$ cat src/design/spim_types_pkg.sv
// SPI master data path types
// word, counter and select widths, plus the engine state encoding
package spim_types_pkg;

	localparam int DATA_W     = 32;	// spi word and apb data width
	localparam int BIT_CNT_W  = 5;	// bit index within a word
	localparam int BURST_W    = 14;	// words per burst
	localparam int SSEL_W     = 2;	// one of four slaves
	localparam int APB_ADDR_W = 8;	// byte address space of the block

	typedef logic [DATA_W-1:0]     word_t;
	typedef logic [BIT_CNT_W-1:0]  bit_cnt_t;
	typedef logic [BURST_W-1:0]    burst_len_t;
	typedef logic [SSEL_W-1:0]     ssel_t;
	typedef logic [APB_ADDR_W-1:0] apb_addr_t;

	// engine sequence, select -> shift -> last word -> release
	typedef enum logic [2:0] {
		st_idle,
		st_select,	// first bit of word 0 on the line
		st_shift,	// middle words
		st_last,	// final word of the burst
		st_release	// slave select back high
	} spim_state_e;

endpackage

$ cat src/design/spim_regs_pkg.sv
// SPI master APB register map
// offsets of control registers and buffer windows, field bit positions
package spim_regs_pkg;

	import spim_types_pkg::*;

	// control and status registers
	localparam apb_addr_t REG_CTRL   = 8'h00;
	localparam apb_addr_t REG_BURST  = 8'h04;
	localparam apb_addr_t REG_STATUS = 8'h08;

	// buffer windows, word k at base + 4k
	localparam apb_addr_t TXBUF_BASE = 8'h40;
	localparam apb_addr_t RXBUF_BASE = 8'h80;
	localparam apb_addr_t BUF_SPAN   = 8'h40;	// 16 words per window
	localparam int        BUF_IDX_LSB = 2;
	localparam int        BUF_IDX_W   = 4;

	// CTRL fields
	localparam int CTRL_START_BIT = 0;	// write only, reads 0
	localparam int CTRL_SSEL_LSB  = 1;

	// STATUS fields
	localparam int STAT_BUSY_BIT = 0;
	localparam int STAT_DONE_BIT = 1;	// write one to clear

endpackage

$ cat src/design/spim_apb_regs.sv
// SPI master APB slave
// control, burst and status registers plus decode into the tx and rx buffers
`timescale 1ns/1ps

module spim_apb_regs import spim_types_pkg::*, spim_regs_pkg::*; #(
	parameter  int BUF_DEPTH = 16,
	localparam int IDX_W     = $clog2(BUF_DEPTH)
) (
	input  logic             sclk_in,
	input  logic             rst_n,
	input  apb_addr_t        paddr,
	input  logic             psel,
	input  logic             penable,
	input  logic             pwrite,
	input  word_t            pwdata,
	output word_t            prdata,
	output logic             pready,
	output logic             pslverr,
	output logic             tx_we,
	output logic [IDX_W-1:0] tx_waddr,
	output word_t            tx_wdata,
	output logic [IDX_W-1:0] rx_raddr,
	input  word_t            rx_rdata,
	output logic             start,
	output burst_len_t       brstlen,
	output ssel_t            sselect,
	input  logic             busy,
	input  logic             done,
	output logic             irq
);

logic                 access;
logic                 aligned;
logic [BUF_IDX_W-1:0] buf_idx;
logic                 is_ctrl, is_burst, is_status, is_reg;
logic                 in_tx, in_rx, idx_ok;
logic                 addr_err;
logic                 wr_ok;
logic                 done_flag;
word_t                rd_mux;
word_t                tx_copy [BUF_DEPTH];	// mirror of the tx buffer for bus reads

////////////////////////////////////////////////////////////
// address decode
////////////////////////////////////////////////////////////
assign access  = psel & penable;	// second cycle of the transfer
assign aligned = (paddr[1:0] == 2'b00);
assign buf_idx = paddr[BUF_IDX_LSB +: BUF_IDX_W];

assign is_ctrl   = (paddr == REG_CTRL);
assign is_burst  = (paddr == REG_BURST);
assign is_status = (paddr == REG_STATUS);
assign is_reg    = is_ctrl | is_burst | is_status;

assign in_tx  = (paddr >= TXBUF_BASE) && (paddr < TXBUF_BASE + BUF_SPAN);
assign in_rx  = (paddr >= RXBUF_BASE) && (paddr < RXBUF_BASE + BUF_SPAN);
assign idx_ok = (int'(buf_idx) < BUF_DEPTH);

// rx window is read only from the bus
assign addr_err = ~aligned | ~(is_reg | ((in_tx | in_rx) & idx_ok)) | (in_rx & pwrite);

assign pready  = 1'b1;	// no wait states
assign pslverr = access & addr_err;
assign wr_ok   = access & pwrite & ~addr_err;

// buffer ports
assign tx_we    = wr_ok & in_tx;
assign tx_waddr = buf_idx[IDX_W-1:0];
assign tx_wdata = pwdata;
assign rx_raddr = buf_idx[IDX_W-1:0];

////////////////////////////////////////////////////////////
// read data
////////////////////////////////////////////////////////////
always_comb begin
	rd_mux = '0;
	if (is_ctrl) begin
		rd_mux[CTRL_SSEL_LSB +: SSEL_W] = sselect;
	end else if (is_burst) begin
		rd_mux[BURST_W-1:0] = brstlen;
	end else if (is_status) begin
		rd_mux[STAT_BUSY_BIT] = busy;
		rd_mux[STAT_DONE_BIT] = done_flag;
	end else if (in_rx) begin
		rd_mux = rx_rdata;
	end else if (in_tx) begin
		rd_mux = tx_copy[tx_waddr];	// engine owns the buffer read port
	end
end

assign prdata = rd_mux;

// tx words as written by the bus
always_ff @(posedge sclk_in or negedge rst_n) begin
	if (!rst_n) begin
		for (int i = 0; i < BUF_DEPTH; i++) begin
			tx_copy[i] <= '0;
		end
	end else if (tx_we) begin
		tx_copy[tx_waddr] <= tx_wdata;
	end
end

////////////////////////////////////////////////////////////
// registers
////////////////////////////////////////////////////////////
always_ff @(posedge sclk_in or negedge rst_n) begin
	if (!rst_n) begin
		start     <= 1'b0;
		sselect   <= '0;
		brstlen   <= burst_len_t'(1);
		done_flag <= 1'b0;
	end else begin
		// one cycle pulse, dropped when a burst is already running
		start <= wr_ok & is_ctrl & pwdata[CTRL_START_BIT] & ~busy & ~start;

		if (wr_ok && is_ctrl && !busy)
			sselect <= pwdata[CTRL_SSEL_LSB +: SSEL_W];	// frozen during a burst
		if (wr_ok && is_burst && !busy)
			brstlen <= pwdata[BURST_W-1:0];

		if (done)
			done_flag <= 1'b1;	// set beats clear
		else if (wr_ok && is_status && pwdata[STAT_DONE_BIT])
			done_flag <= 1'b0;
	end
end

assign irq = done_flag;

endmodule

$ cat src/design/spim_word_buf.sv
// word buffer for the SPI master
// one synchronous write port and one combinational read port
`timescale 1ns/1ps

module spim_word_buf import spim_types_pkg::*; #(
	parameter  int BUF_DEPTH = 16,
	localparam int IDX_W     = $clog2(BUF_DEPTH)
) (
	input  logic             sclk_in,
	input  logic             rst_n,
	input  logic             we,
	input  logic [IDX_W-1:0] waddr,
	input  word_t            wdata,
	input  logic [IDX_W-1:0] raddr,
	output word_t            rdata
);

word_t mem [BUF_DEPTH];

////////////////////////////////////////////////////////////
// write port
////////////////////////////////////////////////////////////
always_ff @(posedge sclk_in or negedge rst_n) begin
	if (!rst_n) begin
		// buffer comes up all zero
		for (int i = 0; i < BUF_DEPTH; i++) begin
			mem[i] <= '0;
		end
	end else if (we) begin
		mem[waddr] <= wdata;
	end
end

////////////////////////////////////////////////////////////
// read port
////////////////////////////////////////////////////////////

// no output register, data follows raddr in the same cycle
// a write shows up here from the next cycle on
assign rdata = mem[raddr];

endmodule

$ cat src/design/spim_intf.sv
// SPI master engine, mode 0, MSB first, full duplex
// mosi and slave selects change on the falling edge, miso sampled on the rising edge
`timescale 1ns/1ps

module spim_intf import spim_types_pkg::*; #(
	parameter  int BUF_DEPTH = 16,
	localparam int IDX_W     = $clog2(BUF_DEPTH)
) (
	input  logic             sclk_in,
	input  logic             rst_n,
	input  logic             start,
	input  burst_len_t       brstlen,
	input  ssel_t            sselect,
	output logic [IDX_W-1:0] tx_raddr,
	input  word_t            tx_rdata,
	output logic             rx_we,
	output logic [IDX_W-1:0] rx_waddr,
	output word_t            rx_wdata,
	output logic             busy,
	output logic             done,
	output logic             sclk,
	output logic             mosi,
	input  logic             miso,
	output logic             ss_n_0,
	output logic             ss_n_1,
	output logic             ss_n_2,
	output logic             ss_n_3
);

spim_state_e state, state_nxt;
bit_cnt_t    bit_cnt;	// bit now on mosi, 31 down to 0
burst_len_t  word_cnt;	// words still to come after the current one
word_t       tx_shift;
word_t       tx_pre;	// next word, fetched early
logic        shifting;
logic        sel_nxt;
logic        ss_all_n;
bit_cnt_t    rx_bit;
word_t       rx_shift;

assign sclk = sclk_in;	// forwarded, idles low between edges of interest

////////////////////////////////////////////////////////////
// state machine, falling edge
////////////////////////////////////////////////////////////
always_comb begin
	state_nxt = state;
	case (state)
		st_idle:    if (start) state_nxt = st_select;
		st_select:  state_nxt = (word_cnt == '0) ? st_last : st_shift;
		st_shift:   if (bit_cnt == '0 && word_cnt == burst_len_t'(1)) state_nxt = st_last;
		st_last:    if (bit_cnt == '0) state_nxt = st_release;
		st_release: state_nxt = st_idle;
		default:    state_nxt = st_idle;
	endcase
end

assign shifting = (state == st_select) || (state == st_shift) || (state == st_last);
assign sel_nxt  = (state_nxt == st_select) || (state_nxt == st_shift) ||
		  (state_nxt == st_last);
assign busy     = (state != st_idle);

always_ff @(negedge sclk_in or negedge rst_n) begin
	if (!rst_n) begin
		state    <= st_idle;
		bit_cnt  <= '0;
		word_cnt <= '0;
		tx_raddr <= '0;
		tx_shift <= '0;	// keeps mosi low out of reset
		done     <= 1'b0;
	end else begin
		state <= state_nxt;
		done  <= (state == st_release);	// one cycle after ss_n rises

		case (state)
			st_idle: begin
				if (start) begin
					tx_shift <= tx_rdata;	// word 0, bit 31 goes out now
					tx_raddr <= tx_raddr + 1'b1;
					bit_cnt  <= '1;
					word_cnt <= (brstlen == '0) ? '0 : brstlen - 1'b1;
				end
			end
			st_release: begin
				tx_raddr <= '0;
			end
			default: begin
				if (bit_cnt == '1)
					tx_raddr <= tx_raddr + 1'b1;	// moves past the preloaded word

				if (bit_cnt == '0) begin
					// word boundary, next word follows with no gap
					tx_shift <= (state == st_last) ? '0 : tx_pre;
					bit_cnt  <= '1;
					if (state == st_shift)
						word_cnt <= word_cnt - 1'b1;
				end else begin
					tx_shift <= {tx_shift[DATA_W-2:0], 1'b0};
					bit_cnt  <= bit_cnt - 1'b1;
				end
			end
		endcase
	end
end

// fetch word k+1 during the first bit of word k
always_ff @(negedge sclk_in) begin
	if (shifting && bit_cnt == '1)
		tx_pre <= tx_rdata;
end

assign mosi = tx_shift[DATA_W-1];

////////////////////////////////////////////////////////////
// slave selects, falling edge
////////////////////////////////////////////////////////////
always_ff @(negedge sclk_in or negedge rst_n) begin
	if (!rst_n) begin
		ss_n_0 <= 1'b1;
		ss_n_1 <= 1'b1;
		ss_n_2 <= 1'b1;
		ss_n_3 <= 1'b1;
	end else begin
		ss_n_0 <= ~(sel_nxt && sselect == ssel_t'(0));
		ss_n_1 <= ~(sel_nxt && sselect == ssel_t'(1));
		ss_n_2 <= ~(sel_nxt && sselect == ssel_t'(2));
		ss_n_3 <= ~(sel_nxt && sselect == ssel_t'(3));
	end
end

assign ss_all_n = ss_n_0 & ss_n_1 & ss_n_2 & ss_n_3;

////////////////////////////////////////////////////////////
// receive path, rising edge
////////////////////////////////////////////////////////////
always_ff @(posedge sclk_in or negedge rst_n) begin
	if (!rst_n) begin
		rx_bit   <= '0;
		rx_we    <= 1'b0;
		rx_waddr <= '0;
	end else begin
		rx_we <= !ss_all_n && (rx_bit == '1);	// last bit of a word captured

		if (ss_all_n)
			rx_bit <= '0;
		else
			rx_bit <= rx_bit + 1'b1;	// wraps at the word boundary

		if (rx_we)
			rx_waddr <= rx_waddr + 1'b1;
		else if (ss_all_n)
			rx_waddr <= '0;
	end
end

always_ff @(posedge sclk_in) begin
	if (!ss_all_n) begin
		rx_shift <= {rx_shift[DATA_W-2:0], miso};	// MSB arrives first
		if (rx_bit == '1)
			rx_wdata <= {rx_shift[DATA_W-2:0], miso};
	end
end

endmodule

$ cat src/design/spim_top.sv
// SPI master subsystem top
// APB registers, transmit and receive word buffers, and the SPI engine
`timescale 1ns/1ps

module spim_top import spim_types_pkg::*; #(
	parameter  int BUF_DEPTH = 16,
	localparam int IDX_W     = $clog2(BUF_DEPTH)
) (
	input  logic      sclk_in,
	input  logic      rst_n,
	// APB slave
	input  apb_addr_t paddr,
	input  logic      psel,
	input  logic      penable,
	input  logic      pwrite,
	input  word_t     pwdata,
	output word_t     prdata,
	output logic      pready,
	output logic      pslverr,
	// SPI pins
	output logic      sclk,
	output logic      mosi,
	input  logic      miso,
	output logic      ss_n_0,
	output logic      ss_n_1,
	output logic      ss_n_2,
	output logic      ss_n_3,
	output logic      irq
);

logic             tx_we;
logic [IDX_W-1:0] tx_waddr;
word_t            tx_wdata;
logic [IDX_W-1:0] tx_raddr;
word_t            tx_rdata;
logic             rx_we;
logic [IDX_W-1:0] rx_waddr;
word_t            rx_wdata;
logic [IDX_W-1:0] rx_raddr;
word_t            rx_rdata;
logic             start;
logic             busy;
logic             done;
burst_len_t       brstlen;
ssel_t            sselect;

spim_apb_regs #(.BUF_DEPTH(BUF_DEPTH)) u_regs (
	.sclk_in, .rst_n,
	.paddr, .psel, .penable, .pwrite, .pwdata, .prdata, .pready, .pslverr,
	.tx_we, .tx_waddr, .tx_wdata, .rx_raddr, .rx_rdata,
	.start, .brstlen, .sselect, .busy, .done, .irq
);

// filled over APB, drained by the engine
spim_word_buf #(.BUF_DEPTH(BUF_DEPTH)) u_tx_buf (
	.sclk_in, .rst_n,
	.we(tx_we), .waddr(tx_waddr), .wdata(tx_wdata),
	.raddr(tx_raddr), .rdata(tx_rdata)
);

// filled by the engine, read back over APB
spim_word_buf #(.BUF_DEPTH(BUF_DEPTH)) u_rx_buf (
	.sclk_in, .rst_n,
	.we(rx_we), .waddr(rx_waddr), .wdata(rx_wdata),
	.raddr(rx_raddr), .rdata(rx_rdata)
);

spim_intf #(.BUF_DEPTH(BUF_DEPTH)) u_spim (
	.sclk_in, .rst_n,
	.start, .brstlen, .sselect,
	.tx_raddr, .tx_rdata, .rx_we, .rx_waddr, .rx_wdata,
	.busy, .done,
	.sclk, .mosi, .miso, .ss_n_0, .ss_n_1, .ss_n_2, .ss_n_3
);

endmodule

$ cat config.mk
export PLATFORM = sky130hd
export DESIGN_NAME = spim_top
export DESIGN_NICKNAME = d
export VERILOG_FILES = /design/src/design/spim_types_pkg.sv /design/src/design/spim_regs_pkg.sv /design/src/design/spim_apb_regs.sv /design/src/design/spim_word_buf.sv /design/src/design/spim_intf.sv /design/src/design/spim_top.sv
export SDC_FILE = /design/constraint.sdc
export NUM_CORES = 2
export LEC_CHECK = 0
export BUFFER_PORTS_ARGS = -buffer_cell sky130_fd_sc_hd__buf_2
export CORE_MARGIN = 10
export CORE_UTILIZATION = 45
export DETAILED_ROUTE_END_ITERATION = 10
export GPL_ROUTABILITY_DRIVEN = 0
export PLACE_DENSITY = 0.63
export SYNTH_ARGS = -nofsm -noshare
export SYNTH_HDL_FRONTEND = slang
export SYNTH_SLANG_ARGS = --single-unit
$ cat constraint.sdc
create_clock -name sclk_in -period 5.5 [get_ports sclk_in]
set_input_delay 0.275 -clock sclk_in [delete_from_list [all_inputs] [get_ports sclk_in]]
set_output_delay 0.275 -clock sclk_in [all_outputs]
set_load 0.005 [all_outputs]
# Word level (Yosys, flattened, before mapping)
# Index checks and enable logic that the tools add are counted.
[totals] register_bits=1722 input_bits=46 out_inout_bits=41
[op_classes] n_addsub=6 order_cmp=9 n_eq_ne=16 mux=50 bitwise=33 n_reduce_logical=40
[op_table] cell="$bwmux 512" n=3
[op_table] cell="$mux 32" n=13
[op_table] cell="$bmux 32 s4" n=3
[op_table] cell="$demux 32 s4" n=2
[op_table] cell="$mux 14" n=5
[op_table] cell="$pmux 32 s2" n=1
[op_table] cell="$mux 30" n=1
[op_table] cell="$mux 29" n=1
[op_table] cell="$logic_not 14->1" n=2
[op_table] cell="$pmux 14 s2" n=1
[op_table] cell="$sub 14x1->14 const B" n=2
[op_table] cell="$mux 18" n=1
[op_table] cell="$logic_and 1x1->1" n=17
[op_table] cell="$lt 8x8->1 const B" n=2
[op_table] cell="$mux 4" n=4
[op_table] cell="$ge 5x5->1 const B" n=3
[op_table] cell="$mux 5" n=3
[op_table] cell="$not 4->5" n=3
[op_table] cell="$eq 14x1->1 const B" n=1
[op_table] cell="$and 1x1->1" n=13
[op_table] cell="$eq 3x2->1 const B" n=4
[op_table] cell="$pmux 3 s4" n=1
[op_table] cell="$not 1->1" n=11
[op_table] cell="$eq 5x5->1 const B" n=2
[op_table] cell="other kinds (29)" n=55

# Depth between registers and ports, before layout
[logic_depth] word_depth=13 mapped_depth=11 ltp_nobuf=8

# By module
# From an unflattened synthesis, not the netlist that was laid out.
[unflattened] hier_cells=4958 area_unflattened_um2=77080.2
[modules_own_cells] module="spim_word_buf" n_inst=2 cells_each=1404 area_per_inst_um2=22774.3
[modules_own_cells] module="spim_apb_regs" n_inst=1 cells_each=1628 area_per_inst_um2=24686.2
[modules_own_cells] module="spim_intf" n_inst=1 cells_each=522 area_per_inst_um2=6845.3

==> flow_summary.toml <==
[global_routing]
overflow = 0
grt.total_usage_pct = 22.0
grt_max_degree = 180
grt_pass1_wl_um = 238000
grt_pass1_vias = 35949
antenna_found_initial = 7

[sta]
tns_ps = 0
rsz0062_at_grt = "false"
worst_pin_slew_ps = 1080
maxSlewViolCount = 0
hold_viol = 0
slew_headroom_pct = 27.8
setup_viol = 0
clock_skew_ps = 70.4

[setup_path]
path_depth = 4
r2r_slack_ps = 330
crit_family = "simple AND/OR/NAND/NOR gates"
critical_path.max_fanout = 12
r2r_cells = 8
max_stage_delay_ps = 550
start_kind = "flop"
cp.arrival_ps = 5150
endpoint_kind = "output port"
crit_required_ps = 5220
crit_chain = "or3_1, nand3_1, o311ai_0, buf_2"
crit_buf_inv = 1
crit_type = "reg2out"
critPathSlowestCell = "or3_1"

[logic_synthesis]
async_reset_ff_share_pct = 92.1
syn_nets = 3749
ys_ff_latch = 1210
syn_inst = 3686
avgSynthCellArea_um2 = 15.8
synthTopCellsByCount = "dfrtp_1, mux2_2, mux4_2"
netlist.area_leader.share_pct = 45.3
yosys-top-cells-area = "dfrtp_1, mux2_2, mux4_2"
synth_area_um2 = 58100
ys.flop_type = "dfrtp_1"
synth-edff-count = 95
ys_types = 70
ys_seq_area_share_pct = 53.0
yosysTopAreaCell = "dfrtp_1"
yosysWarnings = 0

[clocking]
cts.clk_slew.worst_paths_ps = 50
post_cts_resized = 0
holdBufCountCts = 36
worstSkewPairLatency_ps = 880
post_cts.repair.setup_buffers = 0
cts_tree = "done"

[final_layout]
ff_latch_area_um2 = 30800
final_design_area_no_fill_um2 = 65200
drive_gt1_share_pct = 49.7
final_nets = 3813
area_delta_synth_final_pct = 12.2
fill_cells = 10640
multi_input_area_um2 = 26000

[floorplan]
die-width_um = 379
die_y_um = 379
start_util_pct = 45.4
design.portCount = 87
rows = 131
core_area_um2 = 128000
die-area_um2 = 144000

[routing]
viasPerCell = 6.21
post_drt_wl_per_cell_um = 28.3
vias = 34283
dr.pass1.iters = 7
drtIter0Drc = 2823
ant_nets = 0
drcViolationCount = 0
drt_wl_total_um = 156000

[placed_design]
placed_cell_area_um2 = 60200
port_buffers = 85
dp_hpwl_um = 92300

[status]
status = "completed"

[min_path]
hold_path_depth = 4
hp-class = "in2reg"

[power_and_ir_drop]
power.density_nw_per_um2 = 301
p_leak_uw = 0.0299
irDropWorstVdd_uv = 217

[run]
maxCapViolCount = 0
==> through the flow <==
stage | cells | hold slack, ps | total power, uW | util, % | setup WS [ps]
final | 5524 | 61.6 | 19600 | 51.0 | 78.4
after detailed placement | 5200 | 268 | 10700 | 47.1 | 410
after global placement | 5200 | 269 | 10600 | 47.1 | 417
after floorplan | 3686 | -20.6 | 10200 | - | 129
after global routing | 5521 | 40.5 | 20300 | 51.0 | 20.5
after CTS | 5521 | 7.37 | 19800 | 51.0 | 52.8
==> flip-flops by register name, summed over array words and instances, names as in the netlist, 2 cells and up <==
register / flops
u_regs.tx_copy: 512
u_rx_buf.mem: 512
u_spim.rx_wdata: 32
u_spim.tx_pre: 32
u_spim.tx_shift: 32
u_spim.rx_shift: 31
u_regs.brstlen: 14
u_spim.word_cnt: 14
u_spim.bit_cnt: 5
u_spim.rx_bit: 5
u_spim.rx_waddr: 4
u_spim.tx_raddr: 4
u_spim.state: 3
u_regs.sselect: 2
==> where the power goes <==
group	internal, uW	switching, uW
clock network	5340	3790
logic	370	773
registers	9190	136
==> path summary, 6_finish.rpt <==
path / start / end
worst max-delay path: u_spim.state[2]$_DFF_NN0_ / prdata[0]
worst min-delay path: psel / u_regs.irq$_DFFE_PN0P_
worst max register to register: u_regs.brstlen[1]$_DFFE_PN0P_ / u_spim.word_cnt[7]$_DFFE_NN0P_
worst min register to register: u_spim.rx_shift[30]$_DFFE_PN_ / u_spim.rx_wdata[31]$_DFFE_PP_
max in group asynchronous: rst_n / u_spim.word_cnt[0]$_DFFE_NN0P_
min in group asynchronous: rst_n / u_regs.tx_copy[380]$_DFFE_PN0P_
==> tightest hold or removal path: stages <==
cell	delay, ps
buf_2	120
and3_1	250
nand4_1	130
a21o_1	110
==> metal layers <==
| metal | part of all wire [%] | global-route usage [%] |
|---|---|---|
| met1 | 44 | 30.6 |
| met2 | 48 | 35.5 |
| met3 | 4.9 | 3.39 |
| met4 | 2.7 | 7.09 |
| met5 | 0.0083 | 0 |
==> cells by family (layout without fill, tap and decap cells) <==
group	Yosys count	count (layout)	share of synthesized area [%]
compound gates	204	204	2.46
mux	1540	1540	38.4
simple gates	360	360	3.01
buf+inv	337	510	2.58
other cells	1	4	0.00646
fa+ha+maj	17	17	0.366
flops	1210	1210	53.0
xor+xnor	17	17	0.256
==> layout make-up <==
cell class	count	area share (%)
clock inverters	90	0.898
repair buffers	210	2.59
flip-flops and latches	1210	47.2
diodes	3	0.0115
inverters	13	0.0749
clock buffers	197	6.12
well taps	1662	3.19
multi-input cells	2139	39.9
==> cells in the final DEF, fill, tap and decap left out, types with 44 or more instances in the layout <==
master and count:
nor3_1 44, mux2_2 1051, inv_1 49, dfrtn_1 59, buf_4 75, buf_2 80
mux2i_1 45, nor2_1 102, dfrtp_1 1051, mux4_2 443, edfxtp_1 95, nand2_1 83
a21oi_1 48, clkbuf_16 146
Note: power is estimated with default switching activity, not from simulation.
